==> config.mk <==
export PLATFORM = sky130hd
export DESIGN_NAME = frontend_top
export DESIGN_NICKNAME = d
export VERILOG_FILES = /design/src/frontend_pkg.sv /design/src/q_fast_ready.sv /design/src/fetch_wb_master.sv /design/src/predecode_stage.sv /design/src/frontend_top.sv
export SDC_FILE = /design/constraint.sdc
export NUM_CORES = 1
export LEC_CHECK = 0
export BUFFER_PORTS_ARGS = -buffer_cell sky130_fd_sc_hd__buf_2
export CORE_MARGIN = 1.5
export CORE_UTILIZATION = 59
export DETAILED_ROUTE_END_ITERATION = 16
export PLACE_DENSITY = 0.79
export SKIP_CTS_REPAIR_TIMING = 1
export SYNTH_ARGS = -nofsm -noshare
export SYNTH_HDL_FRONTEND = slang
export SYNTH_SLANG_ARGS = --single-unit
==> constraint.sdc <==
create_clock -name CLK -period 4.5 [get_ports CLK]
set_input_delay 0.45 -clock CLK [delete_from_list [all_inputs] [get_ports CLK]]
set_output_delay 0.45 -clock CLK [all_outputs]
set_load 0.1 [all_outputs]
==> src/frontend_pkg.sv <==
// frontend package with shared widths, opcodes, instruction classes and fetch states
package frontend_pkg;

    localparam int XLEN = 32;

    typedef logic [XLEN-1:0] addr_t;
    typedef logic [XLEN-1:0] instr_t;
    typedef logic [XLEN-1:0] imm_t;
    typedef logic [4:0]      reg_idx_t;

    // --------------------------------------------------------------------
    // queue entry layout, from the top: fault, pc, instruction word
    localparam int FETCH_ENTRY_W   = 1 + XLEN + XLEN;
    localparam int ENTRY_FAULT_BIT = FETCH_ENTRY_W - 1;
    localparam int ENTRY_PC_LSB    = XLEN;

    // --------------------------------------------------------------------
    // RV32I major opcodes
    localparam logic [6:0] OPC_LUI     = 7'b0110111;
    localparam logic [6:0] OPC_AUIPC   = 7'b0010111;
    localparam logic [6:0] OPC_JAL     = 7'b1101111;
    localparam logic [6:0] OPC_JALR    = 7'b1100111;
    localparam logic [6:0] OPC_BRANCH  = 7'b1100011;
    localparam logic [6:0] OPC_LOAD    = 7'b0000011;
    localparam logic [6:0] OPC_STORE   = 7'b0100011;
    localparam logic [6:0] OPC_ALU_IMM = 7'b0010011;
    localparam logic [6:0] OPC_ALU_REG = 7'b0110011;
    localparam logic [6:0] OPC_SYSTEM  = 7'b1110011;

    typedef enum logic [3:0] {
        CLASS_LUI     = 4'd0,
        CLASS_AUIPC   = 4'd1,
        CLASS_JAL     = 4'd2,
        CLASS_JALR    = 4'd3,
        CLASS_BRANCH  = 4'd4,
        CLASS_LOAD    = 4'd5,
        CLASS_STORE   = 4'd6,
        CLASS_ALU_IMM = 4'd7,
        CLASS_ALU_REG = 4'd8,
        CLASS_SYSTEM  = 4'd9,
        CLASS_ILLEGAL = 4'd10
    } instr_class_e;

    // bus: request in flight, hold: word waiting for the queue
    typedef enum logic {
        FETCH_BUS  = 1'b0,
        FETCH_HOLD = 1'b1
    } fetch_state_e;

endpackage

==> src/q_fast_ready.sv <==
// ready-valid circular queue whose enq_ready and deq_valid come straight from flops
`timescale 1ns/100ps

module q_fast_ready #(
    parameter int DATA_WIDTH  = 32,
    parameter int NUM_ENTRIES = 4
) (
    input  logic                  CLK,
    input  logic                  nRST,

    // enqueue side
    input  logic                  enq_valid,
    input  logic [DATA_WIDTH-1:0] enq_data,
    output logic                  enq_ready,

    // dequeue side
    output logic                  deq_valid,
    output logic [DATA_WIDTH-1:0] deq_data,
    input  logic                  deq_ready
);

    localparam int PTR_W = $clog2(NUM_ENTRIES);

    // --------------------------------------------------------------------
    // storage and pointers

    logic [DATA_WIDTH-1:0] entries [NUM_ENTRIES];

    logic [PTR_W-1:0] enq_ptr;
    logic [PTR_W-1:0] enq_ptr_next;
    logic [PTR_W-1:0] deq_ptr;
    logic [PTR_W-1:0] deq_ptr_next;
    logic             enq_fire;
    logic             deq_fire;

    assign enq_fire     = enq_valid & enq_ready;
    assign deq_fire     = deq_valid & deq_ready;
    assign enq_ptr_next = enq_ptr + 1'b1;
    assign deq_ptr_next = deq_ptr + 1'b1;

    assign deq_data = entries[deq_ptr];

    always_ff @(posedge CLK) begin
        if (enq_fire) begin
            entries[enq_ptr] <= enq_data;
        end
    end

    // --------------------------------------------------------------------
    // pointers and registered flags

    always_ff @(posedge CLK or negedge nRST) begin
        if (!nRST) begin
            enq_ptr   <= '0;
            deq_ptr   <= '0;
            enq_ready <= 1'b1;
            deq_valid <= 1'b0;
        end else begin
            if (enq_fire) begin
                enq_ptr <= enq_ptr_next;
            end
            if (deq_fire) begin
                deq_ptr <= deq_ptr_next;
            end
            // full and empty only move when one side transfers alone
            if (enq_fire && !deq_fire) begin
                enq_ready <= (enq_ptr_next != deq_ptr);
                deq_valid <= 1'b1;
            end
            if (deq_fire && !enq_fire) begin
                enq_ready <= 1'b1;
                deq_valid <= (deq_ptr_next != enq_ptr);
            end
        end
    end

    // head entry must not change under back-pressure
    assert property (@(posedge CLK) disable iff (!nRST)
        deq_valid && !deq_ready |=> deq_valid && $stable(deq_data));

endmodule

==> src/fetch_wb_master.sv <==
// sequential instruction fetch over read-only wishbone classic with one word in flight
`timescale 1ns/100ps

module fetch_wb_master #(
    parameter frontend_pkg::addr_t BOOT_PC = 32'h0000_1000
) (
    input  logic                                   CLK,
    input  logic                                   nRST,

    // wishbone classic master, reads only
    output logic                                   wb_cyc,
    output logic                                   wb_stb,
    output frontend_pkg::addr_t                    wb_adr,
    input  frontend_pkg::instr_t                   wb_dat_r,
    input  logic                                   wb_ack,
    input  logic                                   wb_err,

    // towards the fetch queue
    output logic                                   enq_valid,
    output logic [frontend_pkg::FETCH_ENTRY_W-1:0] enq_data,
    input  logic                                   enq_ready
);

    import frontend_pkg::*;

    fetch_state_e state;
    logic         bus_req;
    addr_t        pc;
    instr_t       word_q;
    logic         fault_q;
    logic         bus_done;
    logic         enq_fire;

    assign bus_done = bus_req & (wb_ack | wb_err);
    assign enq_fire = enq_valid & enq_ready;

    // cyc and stb always move together
    assign wb_cyc = bus_req;
    assign wb_stb = bus_req;
    assign wb_adr = pc;

    assign enq_data = {fault_q, pc, word_q};

    // --------------------------------------------------------------------
    // fetch FSM

    always_ff @(posedge CLK or negedge nRST) begin
        if (!nRST) begin
            state     <= FETCH_BUS;
            bus_req   <= 1'b0;
            enq_valid <= 1'b0;
            pc        <= BOOT_PC;
        end else begin
            case (state)
                FETCH_BUS: begin
                    if (bus_done) begin
                        state     <= FETCH_HOLD;
                        bus_req   <= 1'b0;
                        enq_valid <= 1'b1;
                    end else begin
                        // also opens the very first request after reset
                        bus_req <= 1'b1;
                    end
                end
                FETCH_HOLD: begin
                    // next request starts on the same edge as the enqueue
                    if (enq_fire) begin
                        state     <= FETCH_BUS;
                        bus_req   <= 1'b1;
                        enq_valid <= 1'b0;
                        pc        <= pc + XLEN'(4);
                    end
                end
                default: begin
                    state <= FETCH_BUS;
                end
            endcase
        end
    end

    // returned word, zeroed on a bus error
    always_ff @(posedge CLK) begin
        if (bus_done) begin
            word_q  <= wb_err ? '0 : wb_dat_r;
            fault_q <= wb_err;
        end
    end

    // --------------------------------------------------------------------
    // bus protocol checks

    // cyc drops for at least one cycle after ack or err
    assert property (@(posedge CLK) disable iff (!nRST)
        wb_cyc && (wb_ack || wb_err) |=> !wb_cyc);

    // address held until ack or err
    assert property (@(posedge CLK) disable iff (!nRST)
        wb_stb && !wb_ack && !wb_err |=> wb_stb && $stable(wb_adr));

endmodule

==> src/predecode_stage.sv <==
// predecode register stage that classifies RV32I words and extracts fields and immediates
`timescale 1ns/100ps

module predecode_stage (
    input  logic                                   CLK,
    input  logic                                   nRST,

    // from the fetch queue
    input  logic                                   deq_valid,
    input  logic [frontend_pkg::FETCH_ENTRY_W-1:0] deq_data,
    output logic                                   deq_ready,

    // predecoded output
    output logic                                   dec_valid,
    input  logic                                   dec_ready,
    output frontend_pkg::addr_t                    dec_pc,
    output frontend_pkg::instr_class_e             dec_class,
    output frontend_pkg::reg_idx_t                 dec_rd,
    output frontend_pkg::reg_idx_t                 dec_rs1,
    output frontend_pkg::reg_idx_t                 dec_rs2,
    output frontend_pkg::imm_t                     dec_imm,
    output logic                                   dec_fault
);

    import frontend_pkg::*;

    logic         in_fault;
    addr_t        in_pc;
    instr_t       in_instr;
    logic [6:0]   opcode;
    instr_class_e cls;
    imm_t         imm;
    logic         load_en;

    // --------------------------------------------------------------------
    // unpack queue entry

    assign in_fault = deq_data[ENTRY_FAULT_BIT];
    assign in_pc    = deq_data[ENTRY_PC_LSB +: XLEN];
    assign in_instr = deq_data[XLEN-1:0];
    assign opcode   = in_instr[6:0];

    // class from the major opcode only
    always_comb begin
        case (opcode)
            OPC_LUI:     cls = CLASS_LUI;
            OPC_AUIPC:   cls = CLASS_AUIPC;
            OPC_JAL:     cls = CLASS_JAL;
            OPC_JALR:    cls = CLASS_JALR;
            OPC_BRANCH:  cls = CLASS_BRANCH;
            OPC_LOAD:    cls = CLASS_LOAD;
            OPC_STORE:   cls = CLASS_STORE;
            OPC_ALU_IMM: cls = CLASS_ALU_IMM;
            OPC_ALU_REG: cls = CLASS_ALU_REG;
            OPC_SYSTEM:  cls = CLASS_SYSTEM;
            default:     cls = CLASS_ILLEGAL;
        endcase
    end

    // immediate by format
    always_comb begin
        case (cls)
            CLASS_LOAD, CLASS_ALU_IMM, CLASS_JALR, CLASS_SYSTEM:
                imm = {{20{in_instr[31]}}, in_instr[31:20]};
            CLASS_STORE:
                imm = {{20{in_instr[31]}}, in_instr[31:25], in_instr[11:7]};
            CLASS_BRANCH:
                imm = {{19{in_instr[31]}}, in_instr[31], in_instr[7],
                       in_instr[30:25], in_instr[11:8], 1'b0};
            CLASS_LUI, CLASS_AUIPC:
                imm = {in_instr[31:12], 12'b0};
            CLASS_JAL:
                imm = {{11{in_instr[31]}}, in_instr[31], in_instr[19:12],
                       in_instr[20], in_instr[30:21], 1'b0};
            default:
                imm = '0;
        endcase
    end

    // --------------------------------------------------------------------
    // output register

    assign deq_ready = !dec_valid || dec_ready;
    assign load_en   = deq_valid && deq_ready;

    always_ff @(posedge CLK or negedge nRST) begin
        if (!nRST) begin
            dec_valid <= 1'b0;
        end else if (load_en) begin
            dec_valid <= 1'b1;
        end else if (dec_ready) begin
            dec_valid <= 1'b0;
        end
    end

    always_ff @(posedge CLK) begin
        if (load_en) begin
            dec_pc    <= in_pc;
            dec_fault <= in_fault;
            // faulted fetch: illegal with all fields cleared
            dec_class <= in_fault ? CLASS_ILLEGAL : cls;
            dec_rd    <= in_fault ? '0 : in_instr[11:7];
            dec_rs1   <= in_fault ? '0 : in_instr[19:15];
            dec_rs2   <= in_fault ? '0 : in_instr[24:20];
            dec_imm   <= in_fault ? '0 : imm;
        end
    end

    // outputs frozen while the consumer stalls
    assert property (@(posedge CLK) disable iff (!nRST)
        dec_valid && !dec_ready |=> dec_valid && $stable(dec_pc) && $stable(dec_class)
            && $stable(dec_rd) && $stable(dec_rs1) && $stable(dec_rs2)
            && $stable(dec_imm) && $stable(dec_fault));

endmodule

==> src/frontend_top.sv <==
// instruction fetch front end chaining wishbone fetch, fetch queue and predecode
`timescale 1ns/100ps

module frontend_top #(
    parameter frontend_pkg::addr_t BOOT_PC     = 32'h0000_1000,
    parameter int                  QUEUE_DEPTH = 4
) (
    input  logic                       CLK,
    input  logic                       nRST,

    // wishbone classic, instruction memory
    output logic                       wb_cyc,
    output logic                       wb_stb,
    output frontend_pkg::addr_t        wb_adr,
    input  frontend_pkg::instr_t       wb_dat_r,
    input  logic                       wb_ack,
    input  logic                       wb_err,

    // predecoded instruction stream
    output logic                       dec_valid,
    input  logic                       dec_ready,
    output frontend_pkg::addr_t        dec_pc,
    output frontend_pkg::instr_class_e dec_class,
    output frontend_pkg::reg_idx_t     dec_rd,
    output frontend_pkg::reg_idx_t     dec_rs1,
    output frontend_pkg::reg_idx_t     dec_rs2,
    output frontend_pkg::imm_t         dec_imm,
    output logic                       dec_fault
);

    import frontend_pkg::*;

    // --------------------------------------------------------------------
    // fetch to queue, queue to predecode

    logic                     enq_valid;
    logic [FETCH_ENTRY_W-1:0] enq_data;
    logic                     enq_ready;
    logic                     deq_valid;
    logic [FETCH_ENTRY_W-1:0] deq_data;
    logic                     deq_ready;

    fetch_wb_master #(
        .BOOT_PC (BOOT_PC)
    ) i_fetch_wb_master (
        .CLK       (CLK),
        .nRST      (nRST),
        .wb_cyc    (wb_cyc),
        .wb_stb    (wb_stb),
        .wb_adr    (wb_adr),
        .wb_dat_r  (wb_dat_r),
        .wb_ack    (wb_ack),
        .wb_err    (wb_err),
        .enq_valid (enq_valid),
        .enq_data  (enq_data),
        .enq_ready (enq_ready)
    );

    q_fast_ready #(
        .DATA_WIDTH  (FETCH_ENTRY_W),
        .NUM_ENTRIES (QUEUE_DEPTH)
    ) i_q_fast_ready (
        .CLK       (CLK),
        .nRST      (nRST),
        .enq_valid (enq_valid),
        .enq_data  (enq_data),
        .enq_ready (enq_ready),
        .deq_valid (deq_valid),
        .deq_data  (deq_data),
        .deq_ready (deq_ready)
    );

    predecode_stage i_predecode_stage (
        .CLK       (CLK),
        .nRST      (nRST),
        .deq_valid (deq_valid),
        .deq_data  (deq_data),
        .deq_ready (deq_ready),
        .dec_valid (dec_valid),
        .dec_ready (dec_ready),
        .dec_pc    (dec_pc),
        .dec_class (dec_class),
        .dec_rd    (dec_rd),
        .dec_rs1   (dec_rs1),
        .dec_rs2   (dec_rs2),
        .dec_imm   (dec_imm),
        .dec_fault (dec_fault)
    );

endmodule

==> impl_metrics.toml, run 1 <==
[power_and_ir_drop]
powerDensity_mw_per_mm2 = 731.0
p_leak_nw = 6.234
worst_ir_drop_vdd_v = 0.0006035

[floorplan]
die_h_um = 166.6
die_area_sq_mm = 0.02776
pin_count = 156
design.core.area_sq_mm = 0.02613
die_w_um = 166.6
start_util = 0.6044
rows = 59

[cells_and_area]
layout-drive-gt1-share = 0.2993
area_delta_synth_final_pct = 13.24
post-route-util = 0.6844
fin_nets = 1003

[placed_design]
numPortBuffers = 151
place_congestion = 0.7683
post-dp-hpwl_um = 16790

[logic_synthesis]
syn_area_per_cell_sq_um = 19.05
synth_edf_count = 367
ys_ff_latch = 407
synth_seq_area_share = 0.7613
synth_area_leader_cell = "edfxtp_1"
ys_types = 57
yosys_warnings = 0
synth_area_sq_mm = 0.01579
ys.flop_type = "edfxtp_1"
synth_top_cells_by_area = "edfxtp_1 70%, mux4_2 8.1%, dfrtp_1 6.0%"
yosys-top-cells-count = "367 x edfxtp_1, 57 x mux4_2, 53 x nor2b_1"
synth_top_area_share = 0.6978
async_flop_share = 0.09828
synth_most_common_cell = "edfxtp_1"
postSynthCellCount = 829

[grt]
antenna_found_initial = 3
grt_first_pass_wirelength_um = 45680
grt_pass1_vias = 7998
grt_max_degree = 64
grt_use_total = 0.2165
gr-total-overflow = 0

[clocking]
path_clk_slew_ns = 0.06
clock-sinks = 407
cts_tree = "done"
cts-buffers-inserted = 39
htree_levels = 2
cts_buffer_depth = 3
cts-root-buf = "clkbuf_16"
clock_latency_ns = 0.53

[sta]
finalHoldViolCount = 0
rsz0062_at_grt = "false"
slew_headroom = 0.3197
report.final.setup_viol = 0
slew_violations = 0
finalClockSkew_ns = 0.01874
post-route-period-util = 0.6931
max_freq_mhz = 320.6
finalSetupTns_ns = 0
min_period_ns = 3.119
worstMarginPinSlew_ns = 1.020

[detailed_routing]
vias = 7779
ant_nets = 0
drtPass1Iterations = 14
drcViolationCount = 0
viasPerCell = 5.867
wl_per_cell_um = 22.11
wl_um = 29320
drt_first_iter_violations = 740

[setup_path]
startpoint_type = "flip-flop"
r2r_slack_ns = 1.38
crit_fanout = 16
crit_path_max_incr_delay_ns = 0.84
required_ns = 4.84
crit_buf_inv = 0
critPathTopFamily = "compound AO/OA/AOI/OAI gates"
crit_chain = "mux4_1, and3b_1, a2111oi_2, o21ai_1, a211oi_1"
end_kind = "flip-flop"
worst_path_max_delay_cell = "mux4_1"
arrival_ns = 3.46
path_class = "flip-flop to flip-flop"

[hold_path]
hold_path_class = "primary input to asynchronous set/reset pin"

[run]
cap_violations = 0

[outcome]
outcome = "finished, final reports clean"
[final timing paths]
check / from / cells past startpoint / to
max in group asynchronous: nRST / 1 / i_q_fast_ready.deq_ptr[1]
min reg2reg: i_fetch_wb_master.word_q[9] / 0 / i_q_fast_ready.entries[0][9]
min: nRST / 1 / i_fetch_wb_master.wb_adr[19]
max: i_q_fast_ready.deq_ptr[0] / 5 / i_predecode_stage.dec_imm[28]
max reg2reg: i_q_fast_ready.deq_ptr[0] / 5 / i_predecode_stage.dec_imm[28]
min in group CLK: wb_dat_r[29] / 2 / i_fetch_wb_master.word_q[29]
[power breakdown]
group | internal (W) | switching, W
logic | 0.00106 | 0.00334
registers | 0.00505 | 0.000368
clock network | 0.00191 | 0.00135
total | 0.00801 | 0.00506
[sequential cells by signal, indices dropped and copies added (netlist names), 4 cells and up]
| name | flops |
|---|---|
| i_fetch_wb_master.wb_adr | 30 |
| i_predecode_stage.dec_imm | 32 |
| i_predecode_stage.dec_rd | 5 |
| i_predecode_stage.dec_rs1 | 5 |
| i_q_fast_ready.entries | 252 |
| i_fetch_wb_master.word_q | 32 |
| i_predecode_stage.dec_class | 4 |
| i_predecode_stage.dec_rs2 | 5 |
| i_predecode_stage.dec_pc | 30 |
[kinds of logic after synthesis]
| family | synth area share |
|---|---|
| mux | 0.09403 |
| other cells | 0.0002374 |
| fa+ha+maj | 0.004753 |
| buf+inv | 0.03058 |
| simple gates | 0.06607 |
| xor+xnor | 0.01941 |
| flops | 0.7613 |
| compound gates | 0.02361 |
[placed cells by master (no fill, tap or decap), types with 7 or more instances in the layout]
master	n
a211oi_1	23
buf_2	151
clkbuf_16	40
clkinv_2	8
dfrtp_1	36
edfxtp_1	367
mux4_2	57
nand2_1	49
nand2b_1	7
nand3_1	14
nor2_1	12
nor2b_1	53
nor3_1	9
xnor2_1	26
xor2_1	9
[layer usage]
layer	track usage	part of all wire	up-vias
li1	-	-	3468
met1	0.3050	0.43	3932
met2	0.3517	0.48	325
met3	0.03327	0.062	54
met4	0.07549	0.028	0
met5	0	0	-
[final cells by class]
cell class	instances	area [sq um]
sequential	407	12030
clock buffer	49	1065
clock inverter	21	219.0
antenna	2	5.005
timing repair buffer	157	800.8
multi-input combinational	349	3322
fill	1630	8248
tap	335	419.2
inverter	6	22.52
[metrics by stage]
stage | cells | hold slack, ns | setup WS, ns | total power, W | area, sq um
2_1_floorplan | 832 | 0.1544 | 0.4983 | 0.009160 | 15810
3_3_place_gp | 1254 | 0.4735 | 1.560 | 0.009827 | 16600
3_5_place_dp | 1254 | 0.4822 | 1.400 | 0.009903 | 16600
4_1_cts | 1324 | 0.1065 | 1.377 | 0.01318 | 17880
5_1_grt | 1326 | 0.1547 | 1.141 | 0.01355 | 17880
6_report | 1326 | 0.07842 | 1.381 | 0.01307 | 17880
(Power assumes the default switching activity.)
==> run 2: changes to the inputs <==
ABC_AREA = 1   (was unset)
CORE_UTILIZATION = 53   (was 59)
PLACE_DENSITY = 0.74   (was 0.79)
clock period = 2.8 ns   (was 4.5 ns; I/O delays follow)
==> impl_metrics.toml, run 2 <==
[hold_path]
hold_path_class = "primary input to flip-flop"

[detailed_routing]
viasPerCell = 5.431
drtPass1Iterations = 5
wl_per_cell_um = 18.08
vias = 9798
drt_first_iter_violations = 825
ant_nets = 0
wl_um = 32620
wl_met1_um = 13350
drcViolationCount = 0
highest_layer = "met4"
route.met2.wl_um = 16490
wl_met3_um = 2311

[logic_synthesis]
yosys_warnings = 0
synthXorXnorAreaFrac = 0.01736
synth-compound-area-share = 0.06734
synth_seq_area_share = 0.7447
synth_top_family_by_area = "simple AND/OR/NAND/NOR gates"
synth_top_area_share = 0.6825
synth_area_leader_cell = "edfxtp_1"
synth_mux_area_frac = 0
ys.flop_type = "edfxtp_1"
ys_ff_latch = 407
yosys-top-cells-count = "367 x edfxtp_1, 185 x nand2_1, 164 x nor2_1"
syn_area_per_cell_sq_um = 12.98
ys_types = 41
postSynthCellCount = 1244
synth_area_sq_mm = 0.01615
synth_most_common_cell = "edfxtp_1"
synth_edf_count = 367
synthSimpleGateAreaFrac = 0.1117
synth_top_cells_by_area = "edfxtp_1 68%, dfrtp_1 5.9%, nand2_1 4.3%"
async_flop_share = 0.09828
synthAdderAreaFrac = 0.004649

[outcome]
outcome = "finished, final reports clean"

[clocking]
cts-root-buf = "clkbuf_16"
cts_buffer_depth = 3
cts-buffers-inserted = 40
cts_tree = "done"
clock_latency_ns = 0.53
htree_levels = 2
path_clk_slew_ns = 0.06
clock-sinks = 407

[cells_and_area]
largest_register_ffs = 252
fin_nets = 1425
fin_cells = 1804
final_cell_mix = "367 x edfxtp_1, 185 x nand2_1, 160 x nor2_1"
top_register = "i_q_fast_ready.entries"
mostFrequentLayoutCell = "edfxtp_1"
n_fill_cell = 2201
area_delta_synth_final_pct = 15.24
n_antenna_cell = 0
top_regs = "i_q_fast_ready.entries (252), i_fetch_wb_master.word_q (32), i_predecode_stage.dec_imm (32)"
layout-drive-gt1-share = 0.1959

[floorplan]
design.core.area_sq_mm = 0.02980
die_area_sq_mm = 0.03152
start_util = 0.5419
pin_count = 156
die_h_um = 177.5
die_w_um = 177.5
rows = 63

[setup_path]
crit_fanout = 22
end_kind = "flip-flop"
startpoint_type = "flip-flop"
required_ns = 3.05
crit_path_max_incr_delay_ns = 0.58
arrival_ns = 2.75
critPathTopFamily = "simple AND/OR/NAND/NOR gates"
path_class = "flip-flop to flip-flop"
worst_path_max_delay_cell = "dfrtp_4"
crit_chain = "inv_4, nand2_1, nand3_1, nand2_1, nand3_1, inv_1, nand2_1, nand2_1, nor2_4, inv_2, o21ai_4, a21oi_1"
crit_buf_inv = 3
worst_path_most_repeated_cell = "nand2_1"

[grt]
grt_first_pass_wirelength_um = 50800
grt_pass1_vias = 9581
gr-total-overflow = 0
grt_use_total = 0.2115
grt_max_degree = 112
antenna_found_initial = 0

[placed_design]
place_congestion = 0.8948
numPortBuffers = 151
post-place-cells = 1729
post-dp-hpwl_um = 20310

[sta]
post-route-period-util = 0.8945
min_period_ns = 2.504
finalHoldViolCount = 0
finalClockSkew_ns = 0.02526
slew_headroom = 0.5303
report.final.setup_viol = 0
slew_violations = 0
rsz0062_at_grt = "false"
worstMarginPinSlew_ns = 0.7046
holdWs_ns = 0.008825
max_freq_mhz = 399.3

[run]
cap_violations = 0
[run 2: cell count changes after synthesis, sizes merged, moves of 26 or more]
cell / change
a21oi: +33
inv: +91
mux4: -61
nand2: +140
nand3: +26
nor2: +162
nor2b: -53
o21ai: +75
o22ai: +33
[run 2: cells by family after synthesis]
logic type / Yosys count
AND/OR/NAND/NOR: 429
AO/OA/AOI/OAI: 183
adder cells (fa/ha/maj): 6
XOR/XNOR: 32
flip-flops: 407
other: 1
buffers and inverters: 186
[run 2: path summary, 6_finish.rpt]
kind | startpoint | slack [ns] | to | cells past startpoint
min in group asynchronous | nRST | 0.34 | i_fetch_wb_master.wb_adr[26] | 3
min reg2reg | i_q_fast_ready.enq_ready | 0.47 | i_q_fast_ready.enq_ready | 2
min | dec_ready | 0.009 | i_predecode_stage.dec_valid | 4
max | i_q_fast_ready.deq_ptr[0] | 0.30 | i_predecode_stage.dec_imm[13] | 12
max reg2reg | i_q_fast_ready.deq_ptr[0] | 0.30 | i_predecode_stage.dec_imm[13] | 12
max in group asynchronous | nRST | 2.00 | i_q_fast_ready.deq_ptr[0] | 3
[run 2: worst reg2reg max path, cell delays in order (launching register included)]
cell,delay [ns]
dfrtp_4,0.58
inv_4,0.22
nand2_1,0.12
nand3_1,0.09
nand2_1,0.13
nand3_1,0.16
inv_1,0.09
nand2_1,0.07
nand2_1,0.08
nor2_4,0.20
inv_2,0.07
o21ai_4,0.30
a21oi_1,0.13
[run 2: stage by stage]
step | setup TNS (ns) | area [sq um] | util | setup slack, ns
floorplan | -251.40 | 16160 | - | -0.9989
global placement | 0 | 17280 | 0.5799 | 0.3662
detailed placement | 0 | 17280 | 0.5799 | 0.2206
CTS | 0 | 18590 | 0.6239 | 0.2332
global route | 0 | 18610 | 0.6245 | 0.07624
finish | 0 | 18610 | 0.6245 | 0.2955
[run 2: cell type report]
cell class | count | area [sq um] | share of cell area
Multi-Input combinational cell | 654 | 3318 | 0.1783
Timing Repair Buffer | 181 | 1084 | 0.05823
Clock buffer | 56 | 1114 | 0.05984
Tap cell | 390 | 488.0 | 0.02622
Clock inverter | 18 | 197.7 | 0.01062
Sequential cell | 407 | 12030 | 0.6464
Inverter | 98 | 377.9 | 0.02031
[run 2: layer usage]
metal	global-route usage	up-vias
li1	-	4595
met1	0.2764	4800
met2	0.3721	361
met3	0.03213	42
met4	0.05252	0
met5	0	-
Power of run 2 is left out: the tool's default activity adds up to more than one toggle a clock period on the data nets, which glitch-free logic cannot reach.
